## config.mk

```make
export PLATFORM = sky130hd
export DESIGN_NAME = apu_top
export DESIGN_NICKNAME = d
export VERILOG_FILES = /design/src/hw/apu_pkg.sv /design/src/hw/chan_ctl_if.sv /design/src/hw/apu_control.sv /design/src/hw/tone_channel.sv /design/src/hw/noise_channel.sv /design/src/hw/stereo_mixer.sv /design/src/hw/apu_top.sv
export VERILOG_INCLUDE_DIRS = /design/src /design/src/hw
export SDC_FILE = /design/constraint.sdc
export NUM_CORES = 1
export LEC_CHECK = 0
export ABC_CLOCK_PERIOD_IN_PS = 9150
export BUFFER_PORTS_ARGS = -buffer_cell sky130_fd_sc_hd__buf_2
export CAP_MARGIN = 10
export CORE_AREA = 2 2 163 165
export CTS_BUF_LIST = sky130_fd_sc_hd__clkbuf_8 sky130_fd_sc_hd__clkbuf_16
export DETAILED_ROUTE_END_ITERATION = 7
export DIE_AREA = 0 0 165 167
export PLACE_DENSITY = 0.75
export SYNTH_ARGS = -nofsm -noshare
export SYNTH_HDL_FRONTEND = slang
export SYNTH_SLANG_ARGS = --single-unit
```

## constraint.sdc

```tcl
create_clock -name clk_100 -period 9.15 [get_ports clk_100]
set_input_delay 1.3725 -clock clk_100 [delete_from_list [all_inputs] [get_ports clk_100]]
set_output_delay 1.3725 -clock clk_100 [all_outputs]
set_load 0.05 [all_outputs]
```

## src/hw/apu_cfg.svh

```systemverilog
`ifndef APU_CFG_SVH
`define APU_CFG_SVH

// output sample and channel level widths
`define APU_SAMPLE_W 16
`define APU_VOL_W 4

`define APU_FREQ_W 11
`define APU_NUM_CH 3
`define APU_NUM_REGS 8

// tick_256 pulses per envelope step
`define APU_ENV_DIV 4
`define APU_MIX_SHIFT 6

`endif

```

## src/hw/apu_pkg.sv

```systemverilog
package apu_pkg;

    // 3-bit register index
    typedef enum logic [2:0] {
        REG_SQ1_CTL    = 3'd0,
        REG_SQ1_FREQ   = 3'd1,
        REG_SQ2_CTL    = 3'd2,
        REG_SQ2_FREQ   = 3'd3,
        REG_NOISE_CTL  = 3'd4,
        REG_NOISE_FREQ = 3'd5,
        REG_MASTER     = 3'd6,
        REG_POWER      = 3'd7
    } apu_reg_e;

    // envelope step direction
    typedef enum logic {
        ENV_DOWN = 1'b0,
        ENV_UP   = 1'b1
    } env_dir_e;

endpackage

```

## src/hw/chan_ctl_if.sv

```systemverilog
`timescale 1ns/1ps
`include "apu_cfg.svh"

interface chan_ctl_if;
    import apu_pkg::*;

    logic [1:0]            duty;
    logic [5:0]            length;
    logic [`APU_VOL_W-1:0] init_vol;
    env_dir_e              env_dir;
    logic [2:0]            env_period;
    // noise fields share this one
    logic [`APU_FREQ_W-1:0] freq;
    logic                  len_en;
    logic                  trigger;
    logic                  active;

    modport ctl (output duty, length, init_vol, env_dir, env_period, freq, len_en, trigger);

    modport chan (input duty, length, init_vol, env_dir, env_period, freq, len_en, trigger,
                  output active);

endinterface

```

## src/hw/apu_control.sv

```systemverilog
`timescale 1ns/1ps
`include "apu_cfg.svh"

module apu_control (
    input  logic              clk_100,
    input  logic              reset,
    input  logic              reg_we,
    input  apu_pkg::apu_reg_e reg_addr,
    input  logic [15:0]       reg_wdata,
    input  logic              tick_256,
    chan_ctl_if.ctl           sq1,
    chan_ctl_if.ctl           sq2,
    chan_ctl_if.ctl           nz,
    output logic              power_on,
    output logic              length_clk,
    output logic              env_clk,
    output logic [2:0]        pan_l,
    output logic [2:0]        pan_r,
    output logic [2:0]        vol_l,
    output logic [2:0]        vol_r
);
    import apu_pkg::*;

    localparam int DIV_W = $clog2(`APU_ENV_DIV);

    logic [15:0]      regs [`APU_NUM_REGS];
    logic             wr_ok;
    logic             is_freq;
    logic [2:0]       trig_pend;
    logic [DIV_W-1:0] div_cnt;

    assign power_on = regs[REG_POWER][7];
    // only POWER is writable while powered down
    assign wr_ok    = reg_we && (power_on || reg_addr == REG_POWER);
    assign is_freq  = reg_addr inside {REG_SQ1_FREQ, REG_SQ2_FREQ, REG_NOISE_FREQ};

    always_ff @(posedge clk_100) begin
        if (reset) begin
            for (int i = 0; i < `APU_NUM_REGS; i++) begin
                regs[i] <= '0;
            end
            trig_pend <= '0;
        end else begin
            if (!power_on) begin
                for (int i = 0; i < `APU_NUM_REGS; i++) begin
                    if (i != int'(REG_POWER)) begin
                        regs[i] <= '0;
                    end
                end
            end
            if (wr_ok) begin
                // trigger bit is never stored
                regs[reg_addr] <= is_freq ? {1'b0, reg_wdata[14:0]} : reg_wdata;
            end
            trig_pend[0] <= wr_ok && reg_addr == REG_SQ1_FREQ && reg_wdata[15];
            trig_pend[1] <= wr_ok && reg_addr == REG_SQ2_FREQ && reg_wdata[15];
            trig_pend[2] <= wr_ok && reg_addr == REG_NOISE_FREQ && reg_wdata[15];
        end
    end

    // trigger pulses and frame sequencer strobes
    always_ff @(posedge clk_100) begin
        if (reset) begin
            sq1.trigger <= 1'b0;
            sq2.trigger <= 1'b0;
            nz.trigger  <= 1'b0;
            length_clk  <= 1'b0;
            env_clk     <= 1'b0;
            div_cnt     <= '0;
        end else begin
            sq1.trigger <= trig_pend[0];
            sq2.trigger <= trig_pend[1];
            nz.trigger  <= trig_pend[2];
            length_clk  <= tick_256;
            env_clk     <= tick_256 && div_cnt == DIV_W'(`APU_ENV_DIV - 1);
            if (tick_256) begin
                div_cnt <= (div_cnt == DIV_W'(`APU_ENV_DIV - 1)) ? '0 : div_cnt + 1'b1;
            end
        end
    end

    assign sq1.duty       = regs[REG_SQ1_CTL][15:14];
    assign sq1.length     = regs[REG_SQ1_CTL][13:8];
    assign sq1.init_vol   = regs[REG_SQ1_CTL][7:4];
    assign sq1.env_dir    = env_dir_e'(regs[REG_SQ1_CTL][3]);
    assign sq1.env_period = regs[REG_SQ1_CTL][2:0];
    assign sq1.freq       = regs[REG_SQ1_FREQ][`APU_FREQ_W-1:0];
    assign sq1.len_en     = regs[REG_SQ1_FREQ][14];

    assign sq2.duty       = regs[REG_SQ2_CTL][15:14];
    assign sq2.length     = regs[REG_SQ2_CTL][13:8];
    assign sq2.init_vol   = regs[REG_SQ2_CTL][7:4];
    assign sq2.env_dir    = env_dir_e'(regs[REG_SQ2_CTL][3]);
    assign sq2.env_period = regs[REG_SQ2_CTL][2:0];
    assign sq2.freq       = regs[REG_SQ2_FREQ][`APU_FREQ_W-1:0];
    assign sq2.len_en     = regs[REG_SQ2_FREQ][14];

    assign nz.duty        = regs[REG_NOISE_CTL][15:14];
    assign nz.length      = regs[REG_NOISE_CTL][13:8];
    assign nz.init_vol    = regs[REG_NOISE_CTL][7:4];
    assign nz.env_dir     = env_dir_e'(regs[REG_NOISE_CTL][3]);
    assign nz.env_period  = regs[REG_NOISE_CTL][2:0];
    assign nz.freq        = regs[REG_NOISE_FREQ][`APU_FREQ_W-1:0];
    assign nz.len_en      = regs[REG_NOISE_FREQ][14];

    assign pan_r = regs[REG_MASTER][2:0];
    assign pan_l = regs[REG_MASTER][6:4];
    assign vol_r = regs[REG_MASTER][10:8];
    assign vol_l = regs[REG_MASTER][14:12];

    a_one_trigger: assert property (@(posedge clk_100) disable iff (reset)
        $onehot0({sq1.trigger, sq2.trigger, nz.trigger}));

endmodule

```

## src/hw/tone_channel.sv

```systemverilog
`timescale 1ns/1ps
`include "apu_cfg.svh"

module tone_channel (
    input  logic                  clk_100,
    input  logic                  reset,
    input  logic                  tick_psg,
    input  logic                  length_clk,
    input  logic                  env_clk,
    chan_ctl_if.chan              ctl,
    output logic [`APU_VOL_W-1:0] level
);
    import apu_pkg::*;

    logic [`APU_FREQ_W-1:0] timer;
    logic [`APU_FREQ_W-1:0] reload;
    logic [2:0]             step;
    logic [7:0]             pattern;
    logic [6:0]             len_cnt;
    logic [`APU_VOL_W-1:0]  volume;
    logic [2:0]             env_cnt;

    // 2048 - freq, wraps to 0 for freq 0
    assign reload = `APU_FREQ_W'((1 << `APU_FREQ_W) - ctl.freq);

    always_comb begin
        case (ctl.duty)
            2'd0:    pattern = 8'b0000_0001;
            2'd1:    pattern = 8'b0000_0011;
            2'd2:    pattern = 8'b0000_1111;
            default: pattern = 8'b0011_1111;
        endcase
    end

    // duty sequencer
    always_ff @(posedge clk_100) begin
        if (reset) begin
            timer <= '0;
            step  <= '0;
        end else if (ctl.trigger) begin
            timer <= reload;
            step  <= '0;
        end else if (tick_psg) begin
            if (timer == `APU_FREQ_W'(1)) begin
                timer <= reload;
                step  <= step + 3'd1;
            end else begin
                timer <= timer - 1'b1;
            end
        end
    end

    always_ff @(posedge clk_100) begin
        if (reset) begin
            ctl.active <= 1'b0;
            len_cnt    <= '0;
        end else if (ctl.trigger) begin
            ctl.active <= 1'b1;
            len_cnt    <= 7'd64 - 7'(ctl.length);
        end else if (length_clk && ctl.len_en && len_cnt != '0) begin
            len_cnt <= len_cnt - 7'd1;
            if (len_cnt == 7'd1) begin
                ctl.active <= 1'b0;
            end
        end
    end

    // envelope, saturates at 0 and 15
    always_ff @(posedge clk_100) begin
        if (reset) begin
            volume  <= '0;
            env_cnt <= '0;
        end else if (ctl.trigger) begin
            volume  <= ctl.init_vol;
            env_cnt <= '0;
        end else if (env_clk && ctl.env_period != '0) begin
            if (env_cnt >= ctl.env_period - 3'd1) begin
                env_cnt <= '0;
                if (ctl.env_dir == ENV_UP && volume != '1) begin
                    volume <= volume + 1'b1;
                end else if (ctl.env_dir == ENV_DOWN && volume != '0) begin
                    volume <= volume - 1'b1;
                end
            end else begin
                env_cnt <= env_cnt + 3'd1;
            end
        end
    end

    always_ff @(posedge clk_100) begin
        if (reset) begin
            level <= '0;
        end else begin
            level <= (ctl.active && pattern[step]) ? volume : '0;
        end
    end

    a_silent_idle: assert property (@(posedge clk_100) disable iff (reset)
        !$past(ctl.active) |-> level == '0);

endmodule

```

## src/hw/noise_channel.sv

```systemverilog
`timescale 1ns/1ps
`include "apu_cfg.svh"

module noise_channel (
    input  logic                  clk_100,
    input  logic                  reset,
    input  logic                  tick_psg,
    input  logic                  length_clk,
    input  logic                  env_clk,
    chan_ctl_if.chan              ctl,
    output logic [`APU_VOL_W-1:0] level
);
    import apu_pkg::*;

    logic [14:0]           lfsr;
    logic [14:0]           lfsr_next;
    logic                  fb;
    logic [18:0]           period;
    logic [18:0]           div_cnt;
    logic [6:0]            len_cnt;
    logic [`APU_VOL_W-1:0] volume;
    logic [2:0]            env_cnt;

    assign fb     = lfsr[0] ^ lfsr[1];
    // (code + 1) << shift tick_psg pulses per shift
    assign period = (19'(ctl.freq[2:0]) + 19'd1) << ctl.freq[7:4];

    always_comb begin
        lfsr_next = {fb, lfsr[14:1]};
        // short width mode
        if (ctl.freq[3]) begin
            lfsr_next[6] = fb;
        end
    end

    always_ff @(posedge clk_100) begin
        if (reset) begin
            lfsr    <= '1;
            div_cnt <= '0;
        end else if (ctl.trigger) begin
            lfsr    <= '1;
            div_cnt <= '0;
        end else if (tick_psg) begin
            if (div_cnt >= period - 19'd1) begin
                lfsr    <= lfsr_next;
                div_cnt <= '0;
            end else begin
                div_cnt <= div_cnt + 19'd1;
            end
        end
    end

    always_ff @(posedge clk_100) begin
        if (reset) begin
            ctl.active <= 1'b0;
            len_cnt    <= '0;
            volume     <= '0;
            env_cnt    <= '0;
        end else if (ctl.trigger) begin
            ctl.active <= 1'b1;
            len_cnt    <= 7'd64 - 7'(ctl.length);
            volume     <= ctl.init_vol;
            env_cnt    <= '0;
        end else begin
            if (length_clk && ctl.len_en && len_cnt != '0) begin
                len_cnt <= len_cnt - 7'd1;
                if (len_cnt == 7'd1) begin
                    ctl.active <= 1'b0;
                end
            end
            if (env_clk && ctl.env_period != '0) begin
                if (env_cnt >= ctl.env_period - 3'd1) begin
                    env_cnt <= '0;
                    if (ctl.env_dir == ENV_UP && volume != '1) begin
                        volume <= volume + 1'b1;
                    end else if (ctl.env_dir == ENV_DOWN && volume != '0) begin
                        volume <= volume - 1'b1;
                    end
                end else begin
                    env_cnt <= env_cnt + 3'd1;
                end
            end
        end
    end

    always_ff @(posedge clk_100) begin
        if (reset) begin
            level <= '0;
        end else begin
            level <= (ctl.active && !lfsr[0]) ? volume : '0;
        end
    end

endmodule

```

## src/hw/stereo_mixer.sv

```systemverilog
`timescale 1ns/1ps
`include "apu_cfg.svh"

module stereo_mixer (
    input  logic [`APU_VOL_W-1:0]    levels [`APU_NUM_CH],
    input  logic [2:0]               pan_l,
    input  logic [2:0]               pan_r,
    input  logic [2:0]               vol_l,
    input  logic [2:0]               vol_r,
    output logic [`APU_SAMPLE_W-1:0] mix_l,
    output logic [`APU_SAMPLE_W-1:0] mix_r
);

    localparam int PROD_W = `APU_SAMPLE_W - `APU_MIX_SHIFT;

    logic [5:0]        sum_l;
    logic [5:0]        sum_r;
    logic [PROD_W-1:0] prod_l;
    logic [PROD_W-1:0] prod_r;

    // sum of enabled levels per side
    always_comb begin
        sum_l = '0;
        sum_r = '0;
        for (int i = 0; i < `APU_NUM_CH; i++) begin
            if (pan_l[i]) begin
                sum_l = sum_l + 6'(levels[i]);
            end
            if (pan_r[i]) begin
                sum_r = sum_r + 6'(levels[i]);
            end
        end
    end

    // master volume scales by vol + 1
    assign prod_l = sum_l * ({1'b0, vol_l} + 4'd1);
    assign prod_r = sum_r * ({1'b0, vol_r} + 4'd1);

    assign mix_l = {prod_l, {`APU_MIX_SHIFT{1'b0}}};
    assign mix_r = {prod_r, {`APU_MIX_SHIFT{1'b0}}};

endmodule

```

## src/hw/apu_top.sv

```systemverilog
`timescale 1ns/1ps
`include "apu_cfg.svh"

module apu_top (
    input  logic                     clk_100,
    input  logic                     reset,
    input  logic                     tick_psg,
    input  logic                     tick_256,
    input  logic                     sample_tick,
    input  logic                     saw_mode,
    input  logic                     reg_we,
    input  logic [2:0]               reg_addr,
    input  logic [15:0]              reg_wdata,
    output logic [`APU_SAMPLE_W-1:0] sample_l,
    output logic [`APU_SAMPLE_W-1:0] sample_r,
    output logic                     sample_valid,
    output logic [`APU_NUM_CH-1:0]   chan_active
);
    import apu_pkg::*;

    logic                     power_on;
    logic                     chan_reset;
    logic                     length_clk;
    logic                     env_clk;
    logic [2:0]               pan_l;
    logic [2:0]               pan_r;
    logic [2:0]               vol_l;
    logic [2:0]               vol_r;
    logic [`APU_VOL_W-1:0]    levels [`APU_NUM_CH];
    logic [`APU_SAMPLE_W-1:0] mix_l;
    logic [`APU_SAMPLE_W-1:0] mix_r;
    logic [`APU_SAMPLE_W-1:0] saw_sample;
    logic [5:0]               saw_cnt;

    chan_ctl_if sq1_if ();
    chan_ctl_if sq2_if ();
    chan_ctl_if nz_if ();

    // channels held idle while powered down
    assign chan_reset  = reset || !power_on;
    assign chan_active = {nz_if.active, sq2_if.active, sq1_if.active};

    apu_control ctl0 (
        .clk_100, .reset, .reg_we, .reg_addr(apu_reg_e'(reg_addr)), .reg_wdata, .tick_256,
        .sq1(sq1_if), .sq2(sq2_if), .nz(nz_if), .power_on, .length_clk, .env_clk,
        .pan_l, .pan_r, .vol_l, .vol_r
    );

    tone_channel sq1 (
        .clk_100, .reset(chan_reset), .tick_psg, .length_clk, .env_clk,
        .ctl(sq1_if), .level(levels[0])
    );

    tone_channel sq2 (
        .clk_100, .reset(chan_reset), .tick_psg, .length_clk, .env_clk,
        .ctl(sq2_if), .level(levels[1])
    );

    noise_channel nz (
        .clk_100, .reset(chan_reset), .tick_psg, .length_clk, .env_clk,
        .ctl(nz_if), .level(levels[2])
    );

    stereo_mixer mix0 (.levels, .pan_l, .pan_r, .vol_l, .vol_r, .mix_l, .mix_r);

    assign saw_sample = {saw_cnt, {(`APU_SAMPLE_W - 6){1'b0}}};

    always_ff @(posedge clk_100) begin
        if (reset) begin
            sample_valid <= 1'b0;
            saw_cnt      <= '0;
        end else begin
            sample_valid <= sample_tick;
            if (sample_tick && saw_mode) begin
                saw_cnt <= saw_cnt + 6'd1;
            end
        end
    end

    // output sample register
    always_ff @(posedge clk_100) begin
        if (sample_tick) begin
            sample_l <= saw_mode ? saw_sample : mix_l;
            sample_r <= saw_mode ? saw_sample : mix_r;
        end
    end

    a_valid_single: assert property (@(posedge clk_100) disable iff (reset)
        sample_valid |=> !sample_valid);

endmodule

```

==> results.yml <==
run_status:
  status: "complete, no violations"
synthesis:
  syn_area_per_cell_um2: 9.30
  yosysUniqueCellTypes: 73
  synthTopCellsByCount: "nor2_1 (188), dfxtp_1 (136), ha_1 (116)"
  synthFlopType: "dfxtp_1"
  yosysWarnings: 0
  synth_top_area_share: 0.221
  yosysSeqAreaShare: 0.399
  synth_top_area_cell: "edfxtp_1"
  synth_most_common_cell: "nor2_1"
  syn_area_um2: 15300
  synthTopCellsByArea: "edfxtp_1 (22%), dfxtp_1 (18%), ha_1 (9.5%), nor2_1 (4.6%), and2_1 (4.3%)"
  synth-edff-count: 112
  async_flop_share: 0
  syn_inst: 1640
  ys_seq_elements: 248
die:
  core_um2: 25800
  io_pins: 62
  die_area_um2: 27600
  dieHeight_um: 167
  std_cell_rows: 59
  die_w_um: 165
  start_util: 0.592
clock_tree:
  cts_max_level: 1
  cts_tree: "built"
  cts_inserted_buffers: 27
  cts_resized: 0
  cts_setup_buffers: 0
  cts_hold_buf: 0
  clockBufferDepth: 3
  cts-root-buf: "clkbuf_16"
  numClockSinks: 248
  clk_latency_ns: 0.56
  path_clk_slew_ns: 0.06
pwr:
  powerDensity_nw_per_um2: 160
  peakVddDrop_v: 0.000163
  total_power_mw: 2.65
  leakage_nw: 6.80
sta:
  fin_tns_setup_ns: 0
  slew_headroom: 0.259
  hold_viol: 0
  fin_crit_ns: 5.62
  rsz0062_at_grt: "false"
  finClkSkew_ns: 0.0275
  clock.fmax_mhz: 178
  finalCritPeriodShare: 0.614
  tightest_slew_ns: 1.10
  report.final.slew_viol_count: 0
  setup_viol: 0
worst_setup_path:
  r2r-end: "sample_r[15]"
  worstSetupStartpoint: "ctl0.regs[6][0]"
  rr_worst_depth: 21
  cp_common_cell: "fa_1"
  cp-start-kind: "flip-flop"
  arrival_ns: 6.02
  critical_path.max_stage_delay_ns: 0.55
  crit_path_end_kind: "flip-flop"
  slowest_stage: "fa_1"
  crit_fanout: 4
  crit_type: "reg2reg"
  critPathCapture: "sample_r[15]"
  crit_chain: "and2_1 > ha_1 > inv_1 > fa_1 > mux2i_1 > inv_1 > fa_1 > xor2_1 > nand2_1 > o21ai_0 > or2_2 > fa_1 > fa_1 > inv_1 > ha_1 > a21o_1 > a21oi_1 > o21bai_1 > a211o_1 > a2111o_1 > nand3_1"
  rrSetupSlack_ns: 3.53
  r2r_start: "ctl0.regs[6][0]"
  crit_required_ns: 9.55
grt:
  grt_max_degree: 64
  grt_antenna_before_repair: 0
  track_usage: 0.243
  overflow: 0
  grt_pass1_vias: 11092
  grt_pass1_wl_um: 54400
route:
  postRouteAntennaNets: 0
  wl_um: 33200
  firstDrtPassIters: 5
  avgRoutedWirePerCell_um: 16.4
  drc: 0
  viasPerCell: 5.76
  first_iter_violations: 788
  vias: 11659
finish:
  final_core_util: 0.644
  finalNetCount: 1834
  drive_gt1_frac: 0.0757
  area_delta_synth_final_pct: 8.72
  diodes: 0
worst_hold_path:
  hold_path.class: "reg2reg"
  min-delay-start: "ctl0.trig_pend[1]"
place:
  place_hpwl_um: 23600
  gp_congestion: 0.919
  port_buffers: 49
run:
  cap_viol_max_count: 0
==> layout make-up <==
cell class / count / area (um^2)
inverters: 99 / 384
clock buffers: 33 / 769
repair buffers: 57 / 305
fillers: 2080 / 9180
flip-flops and latches: 248 / 6090
well taps: 335 / 419
clock inverters: 17 / 121
multi-input cells: 1236 / 8500
==> per-layer routing <==
metal	global-route usage	up-vias	wire length, um
li1	-	5791	-
met1	0.334	5486	14800
met2	0.399	311	15500
met3	0.0321	71	1850
met4	0.0745	0	1060
met5	0	-	0
==> registers in the layout (all words and copies together) (netlist names), 6 cells and up <==
name and flops:
ctl0.regs 92, nz.div_cnt 19, nz.lfsr 15, sq1.timer 11, sq2.timer 11, sample_l 10, sample_r 10, nz.len_cnt 7
sq1.len_cnt 7, sq2.len_cnt 7, saw_cnt 6
==> worst max-delay path, delay by kind of cell, from the launching register on <==
kind	cells	cell delay, ns
buffers and inverters	3	0.24
AND/OR/NAND/NOR	4	0.69
flip-flops	1	0.41
AO/OA/AOI/OAI	6	1.35
XOR/XNOR	1	0.18
adder cells (fa/ha/maj)	6	2.34
multiplexers	1	0.23
==> cell usage in the layout (no fill, tap or decap), drive strengths merged, types with 7 or more instances in the layout <==
cell type | synthesis | final
ha | 116 | 116
a21o | 16 | 16
nor4 | 23 | 23
a31oi | 8 | 8
a211oi | 36 | 36
nor3 | 50 | 50
or4 | 8 | 8
clkinv | 1 | 7
a22oi | 7 | 7
inv | 98 | 105
dfxtp | 136 | 136
or3 | 9 | 9
mux2i | 30 | 30
nand4 | 16 | 16
or2 | 14 | 14
fa | 23 | 23
and2 | 105 | 105
nand3b | 8 | 8
nor3b | 12 | 12
conb | 1 | 12
o21ai | 66 | 66
nand2 | 93 | 93
buf | 27 | 57
and3 | 9 | 9
edfxtp | 112 | 112
o211ai | 13 | 13
nor2b | 27 | 27
xnor2 | 73 | 73
a21oi | 76 | 76
nor2 | 188 | 188
nand3 | 58 | 58
xor2 | 52 | 52
nand2b | 17 | 17
clkbuf | 41 | 33
==> logic make-up after synthesis <==
kind of cell             count (synthesis)  synth area share
AND/OR/NAND/NOR                        650             0.217
adder cells (fa/ha/maj)                143             0.128
multiplexers                            34            0.0234
XOR/XNOR                               125            0.0718
AO/OA/AOI/OAI                          272             0.113
other                                    1          0.000246
buffers and inverters                  167            0.0468
flip-flops                             248             0.399
==> metrics by stage <==
step	cell area [um^2]	hold WS (ns)	setup slack, ns	std cells
floorplan	15300	0.414	3.98	1651
global route	16600	0.452	3.19	2025
finish	16600	0.440	3.53	2025
detailed placement	15700	0.427	3.57	1975
global placement	15700	0.417	3.76	1975
CTS	16600	0.442	3.53	2025
==> how the worst min path moves through the flow <==
stage	endpoint	slack, ns	depth (start not counted)
6_report	ctl0.sq2.trigger	0.44	1
5_1_grt	ctl0.sq2.trigger	0.45	1
4_1_cts	ctl0.sq2.trigger	0.44	1
3_5_place_dp	ctl0.nz.trigger	0.43	1
3_3_place_gp	ctl0.sq2.trigger	0.42	1
2_1_floorplan	ctl0.nz.trigger	0.41	1
==> power breakdown <==
part | total, mW | switching, mW | internal [mW]
Clock | 1.07 | 0.448 | 0.624
Sequential | 1.23 | 0.0352 | 1.20
Combinational | 0.346 | 0.223 | 0.123
Total | 2.65 | 0.706 | 1.94
Note: power is estimated with default switching activity, not from simulation.
